--- config.mk ---
export PLATFORM = sky130hd
export DESIGN_NAME = pipelineCore
export DESIGN_NICKNAME = d
export VERILOG_FILES = /design/src/isaPkg.sv /design/src/pipePkg.sv /design/src/fetchUnit.sv /design/src/decodeUnit.sv /design/src/hazardUnit.sv /design/src/executeUnit.sv /design/src/resultUnit.sv /design/src/pipelineCore.sv
export VERILOG_INCLUDE_DIRS = /design/src
export SDC_FILE = /design/constraint.sdc
export NUM_CORES = 1
export LEC_CHECK = 0
export ABC_CLOCK_PERIOD_IN_PS = 17600
export BUFFER_PORTS_ARGS = -buffer_cell sky130_fd_sc_hd__buf_2
export CORE_ASPECT_RATIO = 1.25
export CORE_UTILIZATION = 55
export CTS_CLUSTER_SIZE = 20
export DETAILED_ROUTE_END_ITERATION = 16
export GPL_TIMING_DRIVEN = 0
export PLACE_DENSITY = 0.76
export SYNTH_ARGS = -nofsm -noshare
export SYNTH_HDL_FRONTEND = slang
export SYNTH_SLANG_ARGS = --single-unit
--- constraint.sdc ---
create_clock -name clock -period 17.6 [get_ports clock]
set_clock_uncertainty 0.05 [all_clocks]
set_input_delay 0.88 -clock clock [delete_from_list [all_inputs] [get_ports clock]]
set_output_delay 0.88 -clock clock [all_outputs]
set_load 0.03 [all_outputs]
--- src/core_settings.svh ---
// Core-wide widths and reset program counter for the pipelined integer core
`ifndef CORE_SETTINGS_SVH
`define CORE_SETTINGS_SVH

// Data and instruction word
`define CORE_WORD_WIDTH 32

// Index into the 32-entry register file
`define CORE_REG_ADDR_WIDTH 5

// Word address fetched first after reset
`define CORE_RESET_PC 0

`endif

--- src/isaPkg.sv ---
// Instruction-set encodings: opcodes, ALU operations and instruction field positions
package isaPkg;

    // Major opcode, bits 31..27
    typedef enum logic [4:0] {
        opRType = 5'd0,
        opJump  = 5'd1,
        opBne   = 5'd2,
        opAddi  = 5'd5,
        opBlt   = 5'd6,
        opSw    = 5'd7,
        opLw    = 5'd8
    } opcodeT;

    // R-type function field, bits 6..2
    typedef enum logic [4:0] {
        aluAdd = 5'd0,
        aluSub = 5'd1,
        aluAnd = 5'd2,
        aluOr  = 5'd3,
        aluSll = 5'd4,
        aluSra = 5'd5
    } aluOpT;

    localparam int opHi     = 31;
    localparam int opLo     = 27;
    localparam int rdHi     = 26;
    localparam int rdLo     = 22;
    localparam int rsHi     = 21;
    localparam int rsLo     = 17;
    localparam int rtHi     = 16;
    localparam int rtLo     = 12;
    localparam int shamtHi  = 11;
    localparam int shamtLo  = 7;
    localparam int aluHi    = 6;
    localparam int aluLo    = 2;
    localparam int immHi    = 16;   // Sign bit of the immediate
    localparam int immLo    = 0;
    localparam int targetHi = 26;   // Jump target, zero-extended
    localparam int targetLo = 0;

endpackage

--- src/pipePkg.sv ---
// Pipeline control types and the register-usage decode shared by every stage
`include "core_settings.svh"

package pipePkg;
    import isaPkg::*;

    typedef enum logic [2:0] {
        aluReg,
        aluImm,
        store,
        load,
        branch,
        jump,
        none
    } insClassT;

    // Where an execute operand comes from
    typedef enum logic [1:0] {
        fromLatch,
        fromMemory,
        fromWriteback
    } operandSrcT;

    function automatic insClassT classOf(input logic [`CORE_WORD_WIDTH-1:0] ir);
        case (ir[opHi:opLo])
            opRType: return aluReg;
            opAddi:  return aluImm;
            opSw:    return store;
            opLw:    return load;
            opBne,
            opBlt:   return branch;
            opJump:  return jump;
            default: return none;     // Unknown opcodes behave as no-ops
        endcase
    endfunction

    // First source register, zero when unused
    function automatic logic [`CORE_REG_ADDR_WIDTH-1:0] readA(
        input logic [`CORE_WORD_WIDTH-1:0] ir
    );
        case (classOf(ir))
            aluReg, aluImm, load, store: return ir[rsHi:rsLo];
            branch:                      return ir[rdHi:rdLo];
            default:                     return '0;
        endcase
    endfunction

    // Second source register; store data sits in rd, branches compare rd against rs
    function automatic logic [`CORE_REG_ADDR_WIDTH-1:0] readB(
        input logic [`CORE_WORD_WIDTH-1:0] ir
    );
        case (classOf(ir))
            aluReg:  return ir[rtHi:rtLo];
            store:   return ir[rdHi:rdLo];
            branch:  return ir[rsHi:rsLo];
            default: return '0;
        endcase
    endfunction

    // Destination register, zero for anything that writes nothing
    function automatic logic [`CORE_REG_ADDR_WIDTH-1:0] writeReg(
        input logic [`CORE_WORD_WIDTH-1:0] ir
    );
        case (classOf(ir))
            aluReg, aluImm, load: return ir[rdHi:rdLo];
            default:              return '0;
        endcase
    endfunction

endpackage

--- src/fetchUnit.sv ---
// Fetch stage with the program counter, next-PC choice and fetch/decode register
`timescale 1ns/1ps
`include "core_settings.svh"

module fetchUnit (
    input  logic                        clock,
    input  logic                        rstN,
    input  logic                        interlockStall, // Load-use hold
    input  logic                        branchTaken,    // Redirect from execute
    input  logic [`CORE_WORD_WIDTH-1:0] branchTarget,
    input  logic [`CORE_WORD_WIDTH-1:0] qImem,
    output logic [`CORE_WORD_WIDTH-1:0] addressImem,
    output logic [`CORE_WORD_WIDTH-1:0] decodeIr,
    output logic [`CORE_WORD_WIDTH-1:0] decodePc
);

    logic [`CORE_WORD_WIDTH-1:0] pc;
    logic [`CORE_WORD_WIDTH-1:0] nextPc;

    // Redirect beats the interlock, the PC counts words
    always_comb begin
        if (branchTaken)
            nextPc = branchTarget;
        else if (interlockStall)
            nextPc = pc;
        else
            nextPc = pc + 1'b1;
    end

    always_ff @(posedge clock or negedge rstN) begin
        if (!rstN)
            pc <= `CORE_WORD_WIDTH'(`CORE_RESET_PC);
        else
            pc <= nextPc;
    end

    always_ff @(posedge clock or negedge rstN) begin
        if (!rstN)
            decodeIr <= '0;
        else if (branchTaken)
            decodeIr <= '0;             // Squash wrong-path fetch
        else if (!interlockStall)
            decodeIr <= qImem;
    end

    always_ff @(posedge clock) begin
        if (!interlockStall)
            decodePc <= pc;             // Own address, for branch targets
    end

    assign addressImem = pc;

endmodule

--- src/decodeUnit.sv ---
// Decode stage reading the register file and loading the decode/execute register
`timescale 1ns/1ps
`include "core_settings.svh"

module decodeUnit import pipePkg::*; (
    input  logic                            clock,
    input  logic                            rstN,
    input  logic [`CORE_WORD_WIDTH-1:0]     decodeIr,
    input  logic [`CORE_WORD_WIDTH-1:0]     decodePc,
    input  logic                            interlockStall,
    input  logic                            branchTaken,
    input  logic [`CORE_WORD_WIDTH-1:0]     dataReadRegA,
    input  logic [`CORE_WORD_WIDTH-1:0]     dataReadRegB,
    input  logic                            forwardA,     // Writeback hits read port A
    input  logic                            forwardB,
    input  logic [`CORE_WORD_WIDTH-1:0]     dataWriteReg,
    output logic [`CORE_REG_ADDR_WIDTH-1:0] ctrlReadRegA,
    output logic [`CORE_REG_ADDR_WIDTH-1:0] ctrlReadRegB,
    output logic [`CORE_WORD_WIDTH-1:0]     executeIr,
    output logic [`CORE_WORD_WIDTH-1:0]     executePc,
    output logic [`CORE_WORD_WIDTH-1:0]     executeA,
    output logic [`CORE_WORD_WIDTH-1:0]     executeB
);

    logic [`CORE_WORD_WIDTH-1:0] operandA;
    logic [`CORE_WORD_WIDTH-1:0] operandB;
    logic                        bubble;

    // rs or rd on A, rt or rd or rs on B, by class
    assign ctrlReadRegA = readA(decodeIr);
    assign ctrlReadRegB = readB(decodeIr);

    // Register file writes at the same edge, so take the value early
    assign operandA = forwardA ? dataWriteReg : dataReadRegA;
    assign operandB = forwardB ? dataWriteReg : dataReadRegB;

    assign bubble = interlockStall || branchTaken;

    always_ff @(posedge clock or negedge rstN) begin
        if (!rstN)
            executeIr <= '0;
        else if (bubble)
            executeIr <= '0;            // No-op into execute
        else
            executeIr <= decodeIr;
    end

    // Operands ride along even under a bubble, the no-op ignores them
    always_ff @(posedge clock) begin
        executePc <= decodePc;
        executeA  <= operandA;
        executeB  <= operandB;
    end

endmodule

--- src/hazardUnit.sv ---
// Hazard detection: load-use interlock, execute bypass selects and decode forwarding
`timescale 1ns/1ps
`include "core_settings.svh"

module hazardUnit import pipePkg::*; (
    input  logic [`CORE_WORD_WIDTH-1:0] decodeIr,
    input  logic [`CORE_WORD_WIDTH-1:0] executeIr,
    input  logic [`CORE_WORD_WIDTH-1:0] memoryIr,
    input  logic [`CORE_WORD_WIDTH-1:0] writebackIr,
    output logic                        interlockStall,
    output operandSrcT                  aSrc,
    output operandSrcT                  bSrc,
    output logic                        storeBypass,
    output logic                        forwardA,
    output logic                        forwardB
);

    logic [`CORE_REG_ADDR_WIDTH-1:0] memoryDest;
    logic [`CORE_REG_ADDR_WIDTH-1:0] writebackDest;
    logic [`CORE_REG_ADDR_WIDTH-1:0] loadDest;

    // Register 0 never matches
    function automatic logic hit(
        input logic [`CORE_REG_ADDR_WIDTH-1:0] src,
        input logic [`CORE_REG_ADDR_WIDTH-1:0] dest
    );
        return (src != '0) && (src == dest);
    endfunction

    function automatic operandSrcT pick(input logic [`CORE_REG_ADDR_WIDTH-1:0] src);
        if (hit(src, memoryDest))
            return fromMemory;          // Youngest value wins
        else if (hit(src, writebackDest))
            return fromWriteback;
        else
            return fromLatch;
    endfunction

    // A load in memory has only its address, so only ALU results bypass from there
    assign memoryDest    = (classOf(memoryIr) inside {aluReg, aluImm}) ? writeReg(memoryIr) : '0;
    assign writebackDest = writeReg(writebackIr);
    assign loadDest      = (classOf(executeIr) == load) ? writeReg(executeIr) : '0;

    assign aSrc = pick(readA(executeIr));
    assign bSrc = pick(readB(executeIr));

    // Store data from a load is patched later in memory instead of stalling
    assign interlockStall = hit(readA(decodeIr), loadDest) ||
                            (classOf(decodeIr) != store && hit(readB(decodeIr), loadDest));

    assign storeBypass = (classOf(memoryIr) == store) && hit(readB(memoryIr), writebackDest);

    assign forwardA = hit(readA(decodeIr), writebackDest);
    assign forwardB = hit(readB(decodeIr), writebackDest);

endmodule

--- src/executeUnit.sv ---
// Execute stage with operand bypass, ALU, branch resolution and execute/memory register
`timescale 1ns/1ps
`include "core_settings.svh"

module executeUnit import isaPkg::*; import pipePkg::*; (
    input  logic                        clock,
    input  logic                        rstN,
    input  logic [`CORE_WORD_WIDTH-1:0] executeIr,
    input  logic [`CORE_WORD_WIDTH-1:0] executePc,
    input  logic [`CORE_WORD_WIDTH-1:0] executeA,
    input  logic [`CORE_WORD_WIDTH-1:0] executeB,
    input  operandSrcT                  aSrc,
    input  operandSrcT                  bSrc,
    input  logic [`CORE_WORD_WIDTH-1:0] dataWriteReg,   // Writeback bypass value
    output logic                        branchTaken,
    output logic [`CORE_WORD_WIDTH-1:0] branchTarget,
    output logic [`CORE_WORD_WIDTH-1:0] memoryIr,
    output logic [`CORE_WORD_WIDTH-1:0] memoryResult,   // Also the memory bypass value
    output logic [`CORE_WORD_WIDTH-1:0] memoryStore
);

    insClassT                    insClass;
    aluOpT                       aluOp;
    logic [`CORE_WORD_WIDTH-1:0] opA;
    logic [`CORE_WORD_WIDTH-1:0] opB;
    logic [`CORE_WORD_WIDTH-1:0] aluB;
    logic [`CORE_WORD_WIDTH-1:0] imm;
    logic [`CORE_WORD_WIDTH-1:0] result;
    logic [shamtHi-shamtLo:0]    shamt;

    assign insClass = classOf(executeIr);
    assign imm      = {{(`CORE_WORD_WIDTH-immHi-1){executeIr[immHi]}}, executeIr[immHi:immLo]};
    assign shamt    = executeIr[shamtHi:shamtLo];

    // Bypass muxes
    always_comb begin
        case (aSrc)
            fromMemory:    opA = memoryResult;
            fromWriteback: opA = dataWriteReg;
            default:       opA = executeA;
        endcase
        case (bSrc)
            fromMemory:    opB = memoryResult;
            fromWriteback: opB = dataWriteReg;
            default:       opB = executeB;
        endcase
    end

    // addi, lw and sw all add the immediate
    assign aluB  = (insClass inside {aluImm, load, store}) ? imm : opB;
    assign aluOp = (insClass == aluReg) ? aluOpT'(executeIr[aluHi:aluLo]) : aluAdd;

    always_comb begin
        case (aluOp)
            aluSub:  result = opA - aluB;
            aluAnd:  result = opA & aluB;
            aluOr:   result = opA | aluB;
            aluSll:  result = opA << shamt;
            aluSra:  result = $signed(opA) >>> shamt;   // Sign fill
            default: result = opA + aluB;
        endcase
    end

    // bne and blt compare rd (A) with rs (B)
    always_comb begin
        case (insClass)
            jump:    branchTaken = 1'b1;
            branch:  branchTaken = (executeIr[opHi:opLo] == opBne) ? (opA != opB)
                                                                 : ($signed(opA) < $signed(opB));
            default: branchTaken = 1'b0;
        endcase
    end

    assign branchTarget = (insClass == jump)
                        ? {{(`CORE_WORD_WIDTH-targetHi-1){1'b0}}, executeIr[targetHi:targetLo]}
                        : executePc + imm + 1'b1;

    always_ff @(posedge clock or negedge rstN) begin
        if (!rstN)
            memoryIr <= '0;
        else
            memoryIr <= executeIr;
    end

    always_ff @(posedge clock) begin
        memoryResult <= result;
        memoryStore  <= opB;            // Bypassed store data, never the immediate
    end

endmodule

--- src/resultUnit.sv ---
// Memory and writeback stages: data memory drive, memory/writeback register, register write
`timescale 1ns/1ps
`include "core_settings.svh"

module resultUnit import pipePkg::*; (
    input  logic                            clock,
    input  logic                            rstN,
    input  logic [`CORE_WORD_WIDTH-1:0]     memoryIr,
    input  logic [`CORE_WORD_WIDTH-1:0]     memoryResult,
    input  logic [`CORE_WORD_WIDTH-1:0]     memoryStore,
    input  logic                            storeBypass,
    input  logic [`CORE_WORD_WIDTH-1:0]     qDmem,
    output logic [`CORE_WORD_WIDTH-1:0]     addressDmem,
    output logic [`CORE_WORD_WIDTH-1:0]     data,
    output logic                            wren,
    output logic [`CORE_WORD_WIDTH-1:0]     writebackIr,
    output logic                            ctrlWriteEnable,
    output logic [`CORE_REG_ADDR_WIDTH-1:0] ctrlWriteReg,
    output logic [`CORE_WORD_WIDTH-1:0]     dataWriteReg
);

    logic [`CORE_REG_ADDR_WIDTH-1:0] writebackDest;

    // ALU result is the address for lw and sw
    assign addressDmem = memoryResult;
    assign data        = storeBypass ? dataWriteReg : memoryStore;  // Load right before a store
    assign wren        = classOf(memoryIr) == store;

    always_ff @(posedge clock or negedge rstN) begin
        if (!rstN)
            writebackIr <= '0;
        else
            writebackIr <= memoryIr;
    end

    // Result chosen at the edge, so writeback carries one word
    always_ff @(posedge clock) begin
        dataWriteReg <= (classOf(memoryIr) == load) ? qDmem : memoryResult;
    end

    assign writebackDest   = writeReg(writebackIr);
    assign ctrlWriteEnable = writebackDest != '0;       // r0 stays zero
    assign ctrlWriteReg    = writebackDest;

endmodule

--- src/pipelineCore.sv ---
// Five-stage pipelined integer core wired to external memories and register file
`timescale 1ns/1ps
`include "core_settings.svh"

module pipelineCore import pipePkg::*; (
    input  logic                            clock,
    input  logic                            rstN,
    // Instruction memory
    output logic [`CORE_WORD_WIDTH-1:0]     addressImem,
    input  logic [`CORE_WORD_WIDTH-1:0]     qImem,
    // Data memory
    output logic [`CORE_WORD_WIDTH-1:0]     addressDmem,
    output logic [`CORE_WORD_WIDTH-1:0]     data,
    output logic                            wren,
    input  logic [`CORE_WORD_WIDTH-1:0]     qDmem,
    // Register file
    output logic                            ctrlWriteEnable,
    output logic [`CORE_REG_ADDR_WIDTH-1:0] ctrlWriteReg,
    output logic [`CORE_REG_ADDR_WIDTH-1:0] ctrlReadRegA,
    output logic [`CORE_REG_ADDR_WIDTH-1:0] ctrlReadRegB,
    output logic [`CORE_WORD_WIDTH-1:0]     dataWriteReg,
    input  logic [`CORE_WORD_WIDTH-1:0]     dataReadRegA,
    input  logic [`CORE_WORD_WIDTH-1:0]     dataReadRegB
);

    logic [`CORE_WORD_WIDTH-1:0] decodeIr, decodePc;
    logic [`CORE_WORD_WIDTH-1:0] executeIr, executePc, executeA, executeB;
    logic [`CORE_WORD_WIDTH-1:0] memoryIr, memoryResult, memoryStore;
    logic [`CORE_WORD_WIDTH-1:0] writebackIr;
    logic [`CORE_WORD_WIDTH-1:0] branchTarget;
    logic                        branchTaken;
    logic                        interlockStall, storeBypass;
    logic                        forwardA, forwardB;
    operandSrcT                  aSrc, bSrc;

    fetchUnit fetchUnit_inst (
        .clock, .rstN, .interlockStall, .branchTaken, .branchTarget,
        .qImem, .addressImem, .decodeIr, .decodePc
    );

    decodeUnit decodeUnit_inst (
        .clock, .rstN, .decodeIr, .decodePc, .interlockStall, .branchTaken,
        .dataReadRegA, .dataReadRegB, .forwardA, .forwardB, .dataWriteReg,
        .ctrlReadRegA, .ctrlReadRegB, .executeIr, .executePc, .executeA, .executeB
    );

    hazardUnit hazardUnit_inst (
        .decodeIr, .executeIr, .memoryIr, .writebackIr,
        .interlockStall, .aSrc, .bSrc, .storeBypass, .forwardA, .forwardB
    );

    executeUnit executeUnit_inst (
        .clock, .rstN, .executeIr, .executePc, .executeA, .executeB,
        .aSrc, .bSrc, .dataWriteReg,
        .branchTaken, .branchTarget, .memoryIr, .memoryResult, .memoryStore
    );

    resultUnit resultUnit_inst (
        .clock, .rstN, .memoryIr, .memoryResult, .memoryStore, .storeBypass, .qDmem,
        .addressDmem, .data, .wren, .writebackIr,
        .ctrlWriteEnable, .ctrlWriteReg, .dataWriteReg
    );

endmodule

==> results.md <==
- Buffers plus inverters on the worst setup path: 8
- Crit Reg-Reg Endpoint: fetchUnit_inst.addressImem[30]
- CP Data Required Time: 18.02 ns
- First-pass GRT wire length: roughly 170 mm
- Post-Route Setup TNS: 0 ns
- Nets: ~3,200
- Worst R2R Setup Slack: ~8.4 ns
- Initial Utilization: 56.1%
- Total GRT Usage: 52.0%
- # port buffers: ~270
- RSZ-0062 raised after global routing: false
- Cells after synthesis: around 2,700
- Slowest cell on crit path: o21ai_0
- DRC: 0
- FILL cells: approximately 3,400
- Synth top cells by count: nand2_1, dfxtp_1, nor2_1
- Critical path depth: 27
- DR WL/cell: ~32 um
- Drt first pass iters: 9
- Vias/cell: 7.29
- Core Area: about 42,000 um2
- DR iter-0 viols: around 3,600
- Site row count: between 80 and 90
- Initial antenna violation count: 14
- P&R area growth vs syn: 14.3%
- Worst setup EP type: flip-flop
- Post-route cell area: 27,200 um2
- Root Buffer: clkbuf_16
- Synth Cell Area: ~24,000 um2
- Slew HR: -3.10%
- Tcrit/Tclk final: 52.3%
- Syn. warnings: 0
- Tmin final: around 9 ns
- Crit Path Max Fanout: 11
- Chip Width: 188 um
- Largest net degree at the start of global routing: 98
- #FFs+latches synth: 350
- Final hold violations: 0
- TritonCTS clock tree: built
- Die Height: about 230 um
- Status: finished, violations left
- # hold bufs at CTS: 0
- Total CTS buffers: 36
- Max-cap viol count: 3
- Post-Syn Nets: roughly 3,000
- Worst path top cell family by delay: buffers and inverters
- Async SR Flop Fraction: 36.0%
- Fin. max-slew vios: 21
- Placed Cells: around 3,500
- Crit path largest cell delay: between 1 and 1.5 ns
- IO Pins: around 280
- Vias in the first global route: ~26,000
- CTS clk-pin slew, worst paths: approximately 0.060 ns
- Worst setup SP type: flip-flop
- Dpl cell area: ~26,000 um2
- Final GP Congestion: approximately 1.2
- Worst Max-Slew Pin Slew: around 1.5 ns
- Critical path type: reg2reg
- Area of the multi-input gates: 14,800 um2
- Leading area contributor after synthesis: dfxtp_1
- Non-Filler Instances: 3,594
- Post-CTS resize count: 0
- Sequential cell area fraction in the yosys report: 33.5%
- Die area: ~44,000 um2
- Count leader, synth: nand2_1
- Failing checks: capacitance limit, slew limit
- Final WL: around 120 mm
- Synth Flop Type: dfxtp_1
- Reg2reg start: decodeUnit_inst.executeIr[27]
- FF/Latch Area: 7960 um2
- Grt total ovfl: 0
- Achievable Freq: 109 MHz
- Insertion delay to the later sink of the worst-skew pair: slightly below 0.6 ns
- CTS Buffer Depth: 3
- Endpoints failing setup: 0
- Number of synthesized flops with an enable pin: 32
- Via count: around 26,000
- Clock sinks: between 300 and 400
- Synth top area share: 16.2%
- Worst Hold Class: in2async
- Cell variety after synth: 91
- Antenna Nets Post-Route: 0
- R2r worst-path depth: 27
- Arr. time, crit path: slightly below 10 ns
- Avg Cell Area, Syn: a little under 9 um2
- Layout cell share with drive strength beyond 1: between 10% and 20%
- Top cells by area, synth: dfxtp_1, dfrtp_1, mux2_2, ha_1, mux2i_1
- Hpwl dp: ~86 mm
- CTS H-tree lvls: 2
- Setup bufs post-CTS: 0
routing by layer:
metal	vias up	GRT usage (%)	share of wire (%)
li1	10600	-	-
met5	-	0	0.069
met4	12	51.9	12
met1	12300	56.5	33
met2	2396	80.8	43
met3	869	15.1	12
worst reg2reg max path: stages (launching register included):
cell and delay (ns):
dfrtp_1 0.40, buf_6 0.14, nor4b_4 0.55, buf_2 0.35
nand2_1 0.11, a21boi_0 0.22, mux2_2 0.38, or3_1 0.37
clkbuf_1 0.22, buf_4 0.28, mux2i_1 0.16, o21ai_0 1.10
clkbuf_1 0.73, ha_1 0.39, a21o_1 0.16, a21o_1 0.17
a21o_1 0.18, a21o_1 0.19, a21oi_1 0.14, o21ai_0 0.11
a22oi_1 0.25, o311ai_0 0.30, mux2i_1 0.25, nand2_1 0.19
clkbuf_1 0.49, clkbuf_1 0.57, inv_1 0.36, o21ai_0 0.29
worst max path at each step:
stage	endpoint	slack, ns	from
6_report	fetchUnit_inst.addressImem[30]	8.40	decodeUnit_inst.executeIr[27]
3_3_place_gp	fetchUnit_inst.addressImem[15]	9.37	decodeUnit_inst.executeIr[27]
2_1_floorplan	executeUnit_inst.memoryResult[30]	11.33	resultUnit_inst.writebackIr[27]
5_1_grt	fetchUnit_inst.addressImem[26]	8.37	decodeUnit_inst.executeIr[27]
3_5_place_dp	fetchUnit_inst.addressImem[30]	9.33	decodeUnit_inst.executeIr[27]
4_1_cts	fetchUnit_inst.addressImem[30]	9.20	decodeUnit_inst.executeIr[27]
logic make-up (layout without fill, tap and decap cells):
group                    count (synthesis)  after routing  synth area share, %
AND/OR/NAND/NOR                        805            805                 15.9
AO/OA/AOI/OAI                          729            729                 20.5
flip-flops                             350            350                 33.5
multiplexers                           312            312                 15.6
buffers and inverters                  259            601                 4.31
adder cells (fa/ha/maj)                126            126                 6.43
XOR/XNOR                               104            104                 3.83
other                                    0              8                    0
stage by stage:
| stage | setup WS [ns] | hold WS (ns) | util, % |
|---|---|---|---|
| 2_1_floorplan | 11.33 | 0.273 | - |
| 3_3_place_gp | 9.37 | 0.274 | 61.0 |
| 3_5_place_dp | 9.33 | 0.277 | 61.2 |
| 4_1_cts | 9.20 | 0.153 | 64.1 |
| 5_1_grt | 8.37 | 0.149 | 64.1 |
| 6_report | 8.40 | 0.147 | 64.2 |
layout by cell type, fill, tap and decap left out, types with 12 or more instances in the layout:
cell       count
a211oi_1      17
a21o_1        56
a21oi_1      148
a221o_1       14
a221oi_1      29
a22oi_1       26
a31oi_1       28
a32oi_1       12
and2_1        16
and3_1        54
buf_1         20
buf_2        281
clkbuf_1     126
clkbuf_16     37
dfrtp_1      126
dfxtp_1      192
edfxtp_1      32
ha_1          99
inv_1         98
maj3_1        25
mux2_2       162
mux2i_1      120
mux4_2        29
nand2_1      304
nand3_1       65
nand4_1       30
nor2_1       185
nor2b_1       17
nor3_1        53
nor4_1        17
o211ai_1      31
o21a_1        20
o21ai_0      173
o221ai_1      12
o22ai_1       19
o31ai_1       15
or3_1         16
xnor2_1       66
xor2_1        38
cell type report:
cell class	instances	share of cell area, %
Multi-Input combinational cell	2076	54.5
Sequential cell	350	29.3
Timing Repair Buffer	278	5.33
Clock buffer	45	3.63
Tap cell	559	2.57
Buffer	157	2.36
Inverter	102	1.41
Clock inverter	19	0.852
Antenna cell	8	0.0737
state kept, by name, indices dropped and copies added, names as in the netlist:
register                       cells
fetchUnit_inst.addressImem        32
fetchUnit_inst.decodePc           32
decodeUnit_inst.executePc         32
resultUnit_inst.writebackIr       10
fetchUnit_inst.decodeIr           32
executeUnit_inst.memoryIr         20
resultUnit_inst.dataWriteReg      32
executeUnit_inst.memoryResult     32
decodeUnit_inst.executeA          32
decodeUnit_inst.executeIr         32
executeUnit_inst.memoryStore      32
decodeUnit_inst.executeB          32
Power is left out: the tool's default activity adds up to more than one toggle a clock period on the data nets, which glitch-free logic cannot reach.
